File: config.mk
export PLATFORM = sky130hd
export DESIGN_NAME = pcie_ingress_top
export DESIGN_NICKNAME = d
export VERILOG_FILES = /design/src/source/ingress_pkg.sv /design/src/source/ingress_fsm.sv /design/src/source/beat_counter.sv /design/src/source/tlp_header_decoder.sv /design/src/source/control_reg_file.sv /design/src/source/cpl_buffer_writer.sv /design/src/source/pcie_ingress_top.sv
export VERILOG_INCLUDE_DIRS = /design/src /design/src/source
export SDC_FILE = /design/constraint.sdc
export NUM_CORES = 1
export LEC_CHECK = 0
export ABC_AREA = 1
export BUFFER_PORTS_ARGS = -buffer_cell sky130_fd_sc_hd__clkbuf_2
export CORE_UTILIZATION = 35
export CTS_BUF_LIST = sky130_fd_sc_hd__clkbuf_4
export DETAILED_ROUTE_END_ITERATION = 6
export GPL_ROUTABILITY_DRIVEN = 0
export GPL_TIMING_DRIVEN = 0
export HOLD_SLACK_MARGIN = 0.08
export PLACE_DENSITY = 0.63
export SYNTH_ARGS = -nofsm -noshare
export SYNTH_HDL_FRONTEND = slang
export SYNTH_SLANG_ARGS = --single-unit
File: constraint.sdc
create_clock -name clk -period 4.45 [get_ports clk]
set_clock_uncertainty 0.15 [all_clocks]
set_input_delay 0.2225 -clock clk [delete_from_list [all_inputs] [get_ports clk]]
set_output_delay 0.2225 -clock clk [all_outputs]
set_load 0.05 [all_outputs]
File: src/source/ingress_cfg.svh
`ifndef INGRESS_CFG_SVH
`define INGRESS_CFG_SVH

// Stream and register width
`define INGRESS_DW 32

// Header dword 0 fields
`define TLP_FMT_RANGE 30:29
`define TLP_TYPE_RANGE 28:24
`define TLP_LEN_RANGE 9:0
`define TLP_TYPE_MEM 5'b00000
`define TLP_TYPE_CPL 5'b01010

// Completion header dword 2
`define CPL_LOWER_ADDR_RANGE 6:0

// Register offsets in dwords from the control base
`define REG_STATUS_ADDR 0
`define REG_WRITE_A_ADDR 1
`define REG_WRITE_B_ADDR 2
`define REG_READ_A_ADDR 3
`define REG_READ_B_ADDR 4
`define REG_BUFFER_SIZE 5
`define REG_DEV_ADDR 6

// Command region starts here
`define CMD_OFFSET 16
`define CMD_RESET 16
`define CMD_PERIPH_WRITE 17
`define CMD_PERIPH_READ 18
`define CMD_MEM_WRITE 19
`define CMD_MEM_READ 20
`define CMD_PING 21

// Host buffer address width
`define BUF_AW 12

`endif

File: src/source/ingress_pkg.sv
`default_nettype none

`include "ingress_cfg.svh"

package ingress_pkg;

  typedef enum logic [2:0] {
    IDLE,
    BAR_READ,
    BAR_RELEASE,
    HEADER,
    REG_WRITE,
    CPL_DATA,
    FLUSH
  } ingress_state_e;

  typedef enum logic [1:0] {
    KIND_MRD,
    KIND_MWR,
    KIND_CPLD,
    KIND_OTHER
  } tlp_kind_e;

  typedef enum logic [1:0] {
    SEL_CONTROL = 2'd0,
    SEL_PERIPH  = 2'd1,
    SEL_MEM     = 2'd2
  } device_sel_e;

  // Opcodes match the command offsets
  typedef enum logic [4:0] {
    OP_RESET        = `CMD_RESET,
    OP_PERIPH_WRITE = `CMD_PERIPH_WRITE,
    OP_PERIPH_READ  = `CMD_PERIPH_READ,
    OP_MEM_WRITE    = `CMD_MEM_WRITE,
    OP_MEM_READ     = `CMD_MEM_READ,
    OP_PING         = `CMD_PING
  } command_e;

endpackage

`default_nettype wire

File: src/source/ingress_fsm.sv
`timescale 1ns/1ps
`default_nettype none

module ingress_fsm (
  input  wire                     clk,
  input  wire                     rst,
  input  wire                     i_valid,
  input  wire                     i_last,
  input  wire [6:0]               i_bar_hit,
  input  wire                     i_cfg_ack,
  input  wire [9:0]               i_count,
  input  wire [2:0]               i_hdr_size,
  input  var ingress_pkg::tlp_kind_e i_kind,
  input  wire [9:0]               i_len,
  input  wire                     i_cmd_reset,
  output logic                    o_ready,
  output logic                    o_cfg_req,
  output logic                    o_cnt_clear,
  output logic                    o_cnt_step,
  output logic                    o_hdr_capture,
  output logic                    o_reg_we,
  output logic                    o_buf_we_req
);

  ingress_pkg::ingress_state_e state;
  ingress_pkg::ingress_state_e state_next;
  logic cfg_done;
  logic accept;
  logic hdr_done;
  logic data_done;

  assign o_ready = (state == ingress_pkg::HEADER) || (state == ingress_pkg::REG_WRITE) ||
                   (state == ingress_pkg::CPL_DATA) || (state == ingress_pkg::FLUSH);
  assign accept = i_valid && o_ready;

  // Header size is only meaningful once dword 0 is stored
  assign hdr_done  = (i_count != 10'd0) && ((i_count + 10'd1) == {7'd0, i_hdr_size});
  assign data_done = (i_count + 10'd1) == i_len;

  assign o_cfg_req     = (state == ingress_pkg::BAR_READ);
  assign o_cnt_step    = accept;
  assign o_cnt_clear   = (state == ingress_pkg::IDLE) ||
                         ((state == ingress_pkg::HEADER) && accept && hdr_done);
  assign o_hdr_capture = accept && (state == ingress_pkg::HEADER);
  assign o_reg_we      = accept && (state == ingress_pkg::REG_WRITE);
  assign o_buf_we_req  = accept && (state == ingress_pkg::CPL_DATA);

  always_comb begin
    state_next = state;
    case (state)
      ingress_pkg::IDLE: begin
        if (i_valid) begin
          // First BAR hit after reset or a command reset fetches the BAR addresses
          if ((!cfg_done || i_cmd_reset) && (i_bar_hit != 7'd0)) begin
            state_next = ingress_pkg::BAR_READ;
          end else begin
            state_next = ingress_pkg::HEADER;
          end
        end
      end
      ingress_pkg::BAR_READ: begin
        if (i_cfg_ack) begin
          state_next = ingress_pkg::BAR_RELEASE;
        end
      end
      ingress_pkg::BAR_RELEASE: begin
        if (!i_cfg_ack) begin
          state_next = ingress_pkg::IDLE;
        end
      end
      ingress_pkg::HEADER: begin
        if (accept && i_last) begin
          state_next = ingress_pkg::IDLE;
        end else if (accept && hdr_done) begin
          case (i_kind)
            ingress_pkg::KIND_MWR:  state_next = ingress_pkg::REG_WRITE;
            ingress_pkg::KIND_CPLD: state_next = ingress_pkg::CPL_DATA;
            default:                state_next = ingress_pkg::FLUSH;
          endcase
        end
      end
      ingress_pkg::REG_WRITE: begin
        if (accept) begin
          state_next = i_last ? ingress_pkg::IDLE : ingress_pkg::FLUSH;
        end
      end
      ingress_pkg::CPL_DATA: begin
        if (accept && i_last) begin
          state_next = ingress_pkg::IDLE;
        end else if (accept && data_done) begin
          state_next = ingress_pkg::FLUSH;
        end
      end
      ingress_pkg::FLUSH: begin
        if (accept && i_last) begin
          state_next = ingress_pkg::IDLE;
        end
      end
      default: state_next = ingress_pkg::IDLE;
    endcase
  end

  always_ff @(posedge clk) begin
    if (rst) begin
      state    <= ingress_pkg::IDLE;
      cfg_done <= 1'b0;
    end else begin
      state <= state_next;
      // Command reset re-arms the BAR read
      if (i_cmd_reset) begin
        cfg_done <= 1'b0;
      end else if ((state == ingress_pkg::BAR_RELEASE) && !i_cfg_ack) begin
        cfg_done <= 1'b1;
      end
    end
  end

endmodule

`default_nettype wire

File: src/source/beat_counter.sv
`timescale 1ns/1ps
`default_nettype none

module beat_counter (
  input  wire        clk,
  input  wire        rst,
  input  wire        i_clear,
  input  wire        i_step,
  output logic [9:0] o_count
);

  // Clear wins so the first data beat counts from zero
  always_ff @(posedge clk) begin
    if (rst) begin
      o_count <= 10'd0;
    end else if (i_clear) begin
      o_count <= 10'd0;
    end else if (i_step) begin
      o_count <= o_count + 10'd1;
    end
  end

endmodule

`default_nettype wire

File: src/source/tlp_header_decoder.sv
`timescale 1ns/1ps
`default_nettype none

`include "ingress_cfg.svh"

module tlp_header_decoder (
  input  wire                       clk,
  input  wire                       rst,
  input  wire                       i_capture,
  input  wire [1:0]                 i_index,
  input  wire [`INGRESS_DW-1:0]     i_data,
  output logic [2:0]                o_hdr_size,
  output ingress_pkg::tlp_kind_e    o_kind,
  output logic [9:0]                o_len,
  output logic [31:0]               o_addr,
  output logic [6:0]                o_lower_addr
);

  logic [`INGRESS_DW-1:0] hdr [0:3];
  logic [1:0] fmt;
  logic [4:0] tlp_type;

  always_ff @(posedge clk) begin
    if (rst) begin
      for (int i = 0; i < 4; i++) begin
        hdr[i] <= '0;
      end
    end else if (i_capture) begin
      hdr[i_index] <= i_data;
    end
  end

  assign fmt      = hdr[0][`TLP_FMT_RANGE];
  assign tlp_type = hdr[0][`TLP_TYPE_RANGE];

  // Low format bit selects the 4 dword header
  assign o_hdr_size   = fmt[0] ? 3'd4 : 3'd3;
  assign o_len        = hdr[0][`TLP_LEN_RANGE];
  assign o_addr       = fmt[0] ? {hdr[3][31:2], 2'b00} : {hdr[2][31:2], 2'b00};
  assign o_lower_addr = hdr[2][`CPL_LOWER_ADDR_RANGE];

  always_comb begin
    if ((tlp_type == `TLP_TYPE_MEM) && !fmt[1]) begin
      o_kind = ingress_pkg::KIND_MRD;
    end else if ((tlp_type == `TLP_TYPE_MEM) && fmt[1]) begin
      o_kind = ingress_pkg::KIND_MWR;
    end else if ((tlp_type == `TLP_TYPE_CPL) && (fmt == 2'b10)) begin
      o_kind = ingress_pkg::KIND_CPLD;
    end else begin
      o_kind = ingress_pkg::KIND_OTHER;
    end
  end

endmodule

`default_nettype wire

File: src/source/control_reg_file.sv
`timescale 1ns/1ps
`default_nettype none

`include "ingress_cfg.svh"

module control_reg_file (
  input  wire                       clk,
  input  wire                       rst,
  input  wire                       i_we,
  input  wire [31:0]                i_addr,
  input  wire [`INGRESS_DW-1:0]     i_data,
  input  wire [31:0]                i_control_addr_base,
  output logic [`INGRESS_DW-1:0]    o_status_addr,
  output logic [`INGRESS_DW-1:0]    o_write_a_addr,
  output logic [`INGRESS_DW-1:0]    o_write_b_addr,
  output logic [`INGRESS_DW-1:0]    o_read_a_addr,
  output logic [`INGRESS_DW-1:0]    o_read_b_addr,
  output logic [`INGRESS_DW-1:0]    o_buffer_size,
  output logic [`INGRESS_DW-1:0]    o_dev_addr,
  output logic [`INGRESS_DW-1:0]    o_ping_value,
  output logic                      o_reg_write_stb,
  output logic                      o_cmd_stb,
  output ingress_pkg::command_e     o_command,
  output ingress_pkg::device_sel_e  o_device_select,
  output logic [`INGRESS_DW-1:0]    o_cmd_data_count,
  output logic                      o_cmd_reset,
  output logic [7:0]                o_unknown_count
);

  logic [31:0] offset;
  logic        cmd_en;

  // Dword offset from the control BAR base
  assign offset = (i_addr - i_control_addr_base) >> 2;
  assign cmd_en = offset >= `CMD_OFFSET;

  always_ff @(posedge clk) begin
    o_reg_write_stb <= 1'b0;
    o_cmd_stb       <= 1'b0;
    o_cmd_reset     <= 1'b0;
    if (rst) begin
      o_status_addr    <= '0;
      o_write_a_addr   <= '0;
      o_write_b_addr   <= '0;
      o_read_a_addr    <= '0;
      o_read_b_addr    <= '0;
      o_buffer_size    <= '0;
      o_dev_addr       <= '0;
      o_ping_value     <= '0;
      o_command        <= ingress_pkg::OP_RESET;
      o_device_select  <= ingress_pkg::SEL_CONTROL;
      o_cmd_data_count <= '0;
      o_unknown_count  <= 8'd0;
    end else if (i_we && !cmd_en) begin
      o_reg_write_stb <= 1'b1;
      case (offset)
        `REG_STATUS_ADDR:  o_status_addr  <= i_data;
        `REG_WRITE_A_ADDR: o_write_a_addr <= i_data;
        `REG_WRITE_B_ADDR: o_write_b_addr <= i_data;
        `REG_READ_A_ADDR:  o_read_a_addr  <= i_data;
        `REG_READ_B_ADDR:  o_read_b_addr  <= i_data;
        `REG_BUFFER_SIZE:  o_buffer_size  <= i_data;
        `REG_DEV_ADDR:     o_dev_addr     <= i_data;
        default: begin
          o_reg_write_stb <= 1'b0;
          o_unknown_count <= o_unknown_count + 8'd1;
        end
      endcase
    end else if (i_we) begin
      o_cmd_stb        <= 1'b1;
      o_cmd_data_count <= i_data;
      case (offset)
        `CMD_RESET: begin
          o_command       <= ingress_pkg::OP_RESET;
          o_device_select <= ingress_pkg::SEL_CONTROL;
          o_cmd_reset     <= 1'b1;
        end
        `CMD_PERIPH_WRITE: begin
          o_command       <= ingress_pkg::OP_PERIPH_WRITE;
          o_device_select <= ingress_pkg::SEL_PERIPH;
        end
        `CMD_PERIPH_READ: begin
          o_command       <= ingress_pkg::OP_PERIPH_READ;
          o_device_select <= ingress_pkg::SEL_PERIPH;
        end
        `CMD_MEM_WRITE: begin
          o_command       <= ingress_pkg::OP_MEM_WRITE;
          o_device_select <= ingress_pkg::SEL_MEM;
        end
        `CMD_MEM_READ: begin
          o_command       <= ingress_pkg::OP_MEM_READ;
          o_device_select <= ingress_pkg::SEL_MEM;
        end
        `CMD_PING: begin
          o_command       <= ingress_pkg::OP_PING;
          o_device_select <= ingress_pkg::SEL_CONTROL;
          o_ping_value    <= i_data;
        end
        default: begin
          // Unknown command leaves the command registers alone
          o_cmd_stb        <= 1'b0;
          o_cmd_data_count <= o_cmd_data_count;
          o_unknown_count  <= o_unknown_count + 8'd1;
        end
      endcase
    end
  end

endmodule

`default_nettype wire

File: src/source/cpl_buffer_writer.sv
`timescale 1ns/1ps
`default_nettype none

`include "ingress_cfg.svh"

module cpl_buffer_writer (
  input  wire                       clk,
  input  wire                       rst,
  input  wire                       i_we,
  input  wire [9:0]                 i_index,
  input  wire [`INGRESS_DW-1:0]     i_data,
  input  wire [6:0]                 i_lower_addr,
  input  wire [`BUF_AW-1:0]         i_buf_offset,
  output logic                      o_buf_we,
  output logic [`BUF_AW-1:0]        o_buf_addr,
  output logic [`INGRESS_DW-1:0]    o_buf_data
);

  logic [`BUF_AW-1:0] lower_dw;
  logic [`BUF_AW-1:0] index_ext;

  // Lower address is in bytes, buffer is in dwords
  assign lower_dw  = {{(`BUF_AW-5){1'b0}}, i_lower_addr[6:2]};
  assign index_ext = {{(`BUF_AW-10){1'b0}}, i_index};

  always_ff @(posedge clk) begin
    if (rst) begin
      o_buf_we <= 1'b0;
    end else begin
      o_buf_we <= i_we;
    end
  end

  always_ff @(posedge clk) begin
    if (i_we) begin
      o_buf_addr <= i_buf_offset + lower_dw + index_ext;
      o_buf_data <= i_data;
    end
  end

endmodule

`default_nettype wire

File: src/source/pcie_ingress_top.sv
`timescale 1ns/1ps
`default_nettype none

`include "ingress_cfg.svh"

module pcie_ingress_top (
  input  wire                       clk,
  input  wire                       rst,
  input  wire                       i_valid,
  input  wire [`INGRESS_DW-1:0]     i_data,
  input  wire                       i_last,
  output logic                      o_ready,
  input  wire [6:0]                 i_bar_hit,
  input  wire [31:0]                i_control_addr_base,
  input  wire [`BUF_AW-1:0]         i_buf_offset,
  output logic                      o_cfg_req,
  input  wire                       i_cfg_ack,
  output logic [`INGRESS_DW-1:0]    o_status_addr,
  output logic [`INGRESS_DW-1:0]    o_write_a_addr,
  output logic [`INGRESS_DW-1:0]    o_write_b_addr,
  output logic [`INGRESS_DW-1:0]    o_read_a_addr,
  output logic [`INGRESS_DW-1:0]    o_read_b_addr,
  output logic [`INGRESS_DW-1:0]    o_buffer_size,
  output logic [`INGRESS_DW-1:0]    o_dev_addr,
  output logic [`INGRESS_DW-1:0]    o_ping_value,
  output logic                      o_reg_write_stb,
  output logic                      o_cmd_stb,
  output ingress_pkg::command_e     o_command,
  output ingress_pkg::device_sel_e  o_device_select,
  output logic [`INGRESS_DW-1:0]    o_cmd_data_count,
  output logic                      o_cmd_reset,
  output logic [7:0]                o_unknown_count,
  output logic                      o_buf_we,
  output logic [`BUF_AW-1:0]        o_buf_addr,
  output logic [`INGRESS_DW-1:0]    o_buf_data
);

  logic [9:0]             count;
  logic [2:0]             hdr_size;
  ingress_pkg::tlp_kind_e kind;
  logic [9:0]             len;
  logic [31:0]            addr;
  logic [6:0]             lower_addr;
  logic                   cnt_clear;
  logic                   cnt_step;
  logic                   hdr_capture;
  logic                   reg_we;
  logic                   buf_we_req;

  ingress_fsm u_fsm (
    .clk           (clk),
    .rst           (rst),
    .i_valid       (i_valid),
    .i_last        (i_last),
    .i_bar_hit     (i_bar_hit),
    .i_cfg_ack     (i_cfg_ack),
    .i_count       (count),
    .i_hdr_size    (hdr_size),
    .i_kind        (kind),
    .i_len         (len),
    .i_cmd_reset   (o_cmd_reset),
    .o_ready       (o_ready),
    .o_cfg_req     (o_cfg_req),
    .o_cnt_clear   (cnt_clear),
    .o_cnt_step    (cnt_step),
    .o_hdr_capture (hdr_capture),
    .o_reg_we      (reg_we),
    .o_buf_we_req  (buf_we_req)
  );

  beat_counter u_counter (
    .clk     (clk),
    .rst     (rst),
    .i_clear (cnt_clear),
    .i_step  (cnt_step),
    .o_count (count)
  );

  // Header dwords are indexed by the low count bits
  tlp_header_decoder u_decoder (
    .clk          (clk),
    .rst          (rst),
    .i_capture    (hdr_capture),
    .i_index      (count[1:0]),
    .i_data       (i_data),
    .o_hdr_size   (hdr_size),
    .o_kind       (kind),
    .o_len        (len),
    .o_addr       (addr),
    .o_lower_addr (lower_addr)
  );

  control_reg_file u_regs (
    .clk                 (clk),
    .rst                 (rst),
    .i_we                (reg_we),
    .i_addr              (addr),
    .i_data              (i_data),
    .i_control_addr_base (i_control_addr_base),
    .o_status_addr       (o_status_addr),
    .o_write_a_addr      (o_write_a_addr),
    .o_write_b_addr      (o_write_b_addr),
    .o_read_a_addr       (o_read_a_addr),
    .o_read_b_addr       (o_read_b_addr),
    .o_buffer_size       (o_buffer_size),
    .o_dev_addr          (o_dev_addr),
    .o_ping_value        (o_ping_value),
    .o_reg_write_stb     (o_reg_write_stb),
    .o_cmd_stb           (o_cmd_stb),
    .o_command           (o_command),
    .o_device_select     (o_device_select),
    .o_cmd_data_count    (o_cmd_data_count),
    .o_cmd_reset         (o_cmd_reset),
    .o_unknown_count     (o_unknown_count)
  );

  cpl_buffer_writer u_buf_writer (
    .clk          (clk),
    .rst          (rst),
    .i_we         (buf_we_req),
    .i_index      (count),
    .i_data       (i_data),
    .i_lower_addr (lower_addr),
    .i_buf_offset (i_buf_offset),
    .o_buf_we     (o_buf_we),
    .o_buf_addr   (o_buf_addr),
    .o_buf_data   (o_buf_data)
  );

endmodule

`default_nettype wire

==> Flow_metrics.wiki <==
{| class="wikitable"
! Metric !! Value
|-
| Upper clock frequency limit || 231 MHz
|-
| Minimum period implied by the final worst setup slack || 4.33 ns
|-
| Post-synthesis average cell area || 8.07 sq um
|-
| Element type at the critical path end || flop
|-
| Internal power of the cells || 6.42 mW
|-
| Max-Cap Viols || 0
|-
| Mean routed wirelength per cell || 19.6 microns
|-
| Input/output buffers || 437
|-
| Standby leakage power || 12.1 nW
|-
| Final Core Density || 46.4%
|-
| Worst Path Required || 5.00 ns
|-
| Fraction of power consumed by sequential logic || 46.4%
|-
| Seq cells post-synth || 440
|-
| First-pass GRT wire length || 111000 microns
|-
| Synthesis Warnings || 0
|-
| Insertion delay to the later sink of the worst-skew pair || 0.83 ns
|-
| Overall routing resource usage || 26.1%
|-
| Clock Sinks || 440
|-
| Final Cycle Share || 97.3%
|-
| Core ar. || 55400 sq um
|-
| Critical path startpoint category || flop
|-
| Share of layout cells above drive strength 1 || 24.5%
|-
| Hold Fails Final Rpt || 0
|-
| Num rows || 86
|-
| DRC || 0
|-
| Sequential area share after synthesis || 50.8%
|-
| Total net switching power || 2.73 mW
|-
| Io pins || 441
|-
| First-pass detailed-route iteration total || 7
|-
| Fraction of registers with async set or reset after synthesis || 0%
|-
| Drt first-iter violations || 1345
|-
| Via count of the first global-routing pass || 17800
|-
| Total power || 9.14 mW
|-
| Number of flops mapped to enable cells by yosys || 121
|-
| Combinational cell fraction of total power || 15.5%
|-
| Die Area || 57400 sq um
|-
| Number of max-slew violations in the final report || 0
|-
| Critical Path, Cell by Cell || buf_4, clkbuf_2, nand2_1, nand2_1, ha_2, nand2_1, inv_1, nand2_1, nor2_4, nand4_1, nand3_1, nand2_1, nand2_1, nand3_1, nor2_4, nand3_4, nor2_8, nand2_8, nor2_8, buf_2, a21oi_1
|-
| Clk network pwr share || 38.1%
|-
| Leading cell type in the layout, fill and taps excluded || sky130_fd_sc_hd__nand2_1
|-
| Net Count, Synth || 2589
|-
| Number of clock buffers inserted by TritonCTS || 107
|-
| Clock transition time at the flip-flop clock pins of the worst setup and hold paths || 0.07 ns
|-
| Layout Nets || 3255
|-
| Max H-tree Level || 3
|-
| Clock tree from TritonCTS || yes
|-
| Class of the worst hold path || input port to flop
|-
| Class of the most critical setup path || flop to flop
|-
| Worst-case clock buffer depth || 3
|-
| Area Growth Syn to Fin || 30.2%
|-
| Most used cell along the critical path || sky130_fd_sc_hd__nand2_1
|-
| Detailed placement HPWL || 55300 microns
|-
| Maximum single-stage delay on the critical path || 0.43 ns
|-
| Worst Max-Slew Pin Slew || 1.09 ns
|-
| Cells after Synth || 2447
|-
| Top FF cell, synth || sky130_fd_sc_hd__dfxtp_1
|-
| Worst-path cell with the longest stage delay || sky130_fd_sc_hd__edfxtp_1
|-
| DRT antenna net count || 0
|-
| Unique cell type count in the Yosys netlist || 51
|-
| GRT overflow || 0
|-
| Final setup viols || 0
|-
| Aggregate routed wire length || 77200 microns
|-
| VDD IR-drop max || 214 uV
|-
| Die X-Extent || 239 microns
|-
| Commonest cells after routing, fill and taps aside || 513 x sky130_fd_sc_hd__nand2_1, 440 x sky130_fd_sc_hd__clkbuf_2, 319 x sky130_fd_sc_hd__dfxtp_1
|-
| Die span in y || 239 microns
|-
| Run status || completed
|-
| Switching Fraction || 29.8%
|-
| Netlist area before placement || 19700 sq um
|-
| Total number of vias || 19200
|-
| Signal arrival time at the worst endpoint || 4.88 ns
|-
| Initial Util || 35.6%
|-
| Via density per instance || 4.86
|-
| Largest net degree at the start of global routing || 33
|-
| Relative slew slack || 27.4%
|-
| Cell area power density || 356 nW/um^2
|-
| CP max FO || 10
|-
| Root Driver || sky130_fd_sc_hd__clkbuf_4
|-
| Antenna violations before repair || 1
|}
==> final timing paths <==
path,slack (ns),endpoint,cells past startpoint,from
max,0.12,u_regs.o_buffer_size[29],21,u_decoder.hdr[0][29]
min,0.21,u_buf_writer.o_buf_we,4,i_valid
max reg2reg,0.12,u_regs.o_buffer_size[29],21,u_decoder.hdr[0][29]
min reg2reg,0.31,u_regs.o_command[0],2,u_regs.o_command[0]
==> state kept, by name (all words and copies together) (netlist names) <==
signal / flops
u_buf_writer.o_buf_data: 32
u_fsm.cfg_done: 1
u_regs.o_cmd_reset: 1
u_regs.o_dev_addr: 32
u_regs.o_cmd_stb: 1
u_buf_writer.o_buf_addr: 12
u_regs.o_unknown_count: 8
u_regs.o_cmd_data_count: 32
u_regs.o_reg_write_stb: 1
u_regs.o_write_b_addr: 32
u_regs.o_write_a_addr: 32
u_regs.o_ping_value: 32
u_regs.o_status_addr: 32
u_decoder.hdr: 77
u_regs.o_device_select: 2
u_fsm.state: 3
u_buf_writer.o_buf_we: 1
u_regs.o_command: 3
u_regs.o_buffer_size: 32
u_regs.o_read_b_addr: 32
u_regs.o_read_a_addr: 32
u_counter.o_count: 10
==> cells in the mapped netlist, types with 13 or more instances <==
cell type	n	area, sq um
sky130_fd_sc_hd__nand2_1	515	1930
sky130_fd_sc_hd__dfxtp_1	319	6390
sky130_fd_sc_hd__nor2_1	311	1170
sky130_fd_sc_hd__a21oi_1	255	1280
sky130_fd_sc_hd__inv_1	221	830
sky130_fd_sc_hd__o21ai_1	174	871
sky130_fd_sc_hd__edfxtp_1	121	3630
sky130_fd_sc_hd__nand3_1	87	435
sky130_fd_sc_hd__o21ai_0	69	345
sky130_fd_sc_hd__clkbuf_1	50	188
sky130_fd_sc_hd__ha_1	48	601
sky130_fd_sc_hd__clkinv_1	31	116
sky130_fd_sc_hd__buf_2	25	125
sky130_fd_sc_hd__xor2_1	22	193
sky130_fd_sc_hd__buf_6	20	225
sky130_fd_sc_hd__nand4_1	20	125
sky130_fd_sc_hd__inv_2	17	63.8
sky130_fd_sc_hd__nor3_1	17	85.1
sky130_fd_sc_hd__xnor2_1	13	114
==> per-stage QoR <==
stage	worst slack (ns)	TNS (ns)	std cells	hold WS, ns	instance area, sq um
after global placement	-0.770	-171.06	3632	0.299	22900
final	0.121	0	3951	0.212	25700
after global routing	-0.0455	-0.723	3951	0.193	25700
after CTS	0.0775	0	3941	0.111	25500
after floorplan	0.747	0	2447	0.171	19700
after detailed placement	-0.818	-153.94	3635	0.303	22900
==> per-layer routing <==
layer	vias to the layer above	wire length, microns	track usage [%]
met4	0	2650	10.4
met1	8921	31500	32.6
met3	138	6620	6.48
met5	-	0	0
met2	763	36500	43.1
li1	9371	-	-
==> power by group through the flow <==
stage	combinational (mW)	clock (mW)	sequential (mW)
3_5_place_dp	1.27	0	4.33
3_3_place_gp	1.27	0	4.34
4_1_cts	1.38	3.53	4.24
5_1_grt	1.54	3.73	4.25
6_report	1.42	3.48	4.24
2_1_floorplan	0.781	0	4.41
==> timing repair <==
| item | in CTS | in global routing |
|---|---|---|
| cloned | 0 | 1 |
| setup buffers | 6 | 7 |
| gates resized for setup | 2 | 41 |
| pin swaps | 1 | 4 |
| hold endpoints to repair | 478 | 0 |
| setup endpoints to repair | 303 | 297 |
| hold buffers | 104 | 0 |
==> kinds of logic after synthesis <==
kind of cell	after synthesis	synth area share, %
and+or+nand+nor	1012	21.9
DFF	440	50.8
buffers and inverters	379	8.30
xor gates and xnor gates	36	1.64
adders and majority gates	54	3.65
AOI/OAI and AO/OA	524	13.7
other	2	0.0380
==> layout make-up <==
class,instances,area [sq um]
fillers,5562,29700
inverters,269,1010
diodes,1,2.50
flip-flops and latches,440,10000
repair buffers,558,3430
clock inverters,27,138
plain buffers,108,634
well taps,748,936
multi-input cells,1629,8250
clock buffers,171,1280
==> critical path, delay by kind of cell, from the launching register on <==
family | cells | cell delay, ns
simple gates | 15 | 2.24
flops | 1 | 0.43
buf+inv | 4 | 0.79
compound gates | 1 | 0.11
fa+ha+maj | 1 | 0.43
No activity file was read; power rests on OpenSTA's default activity.
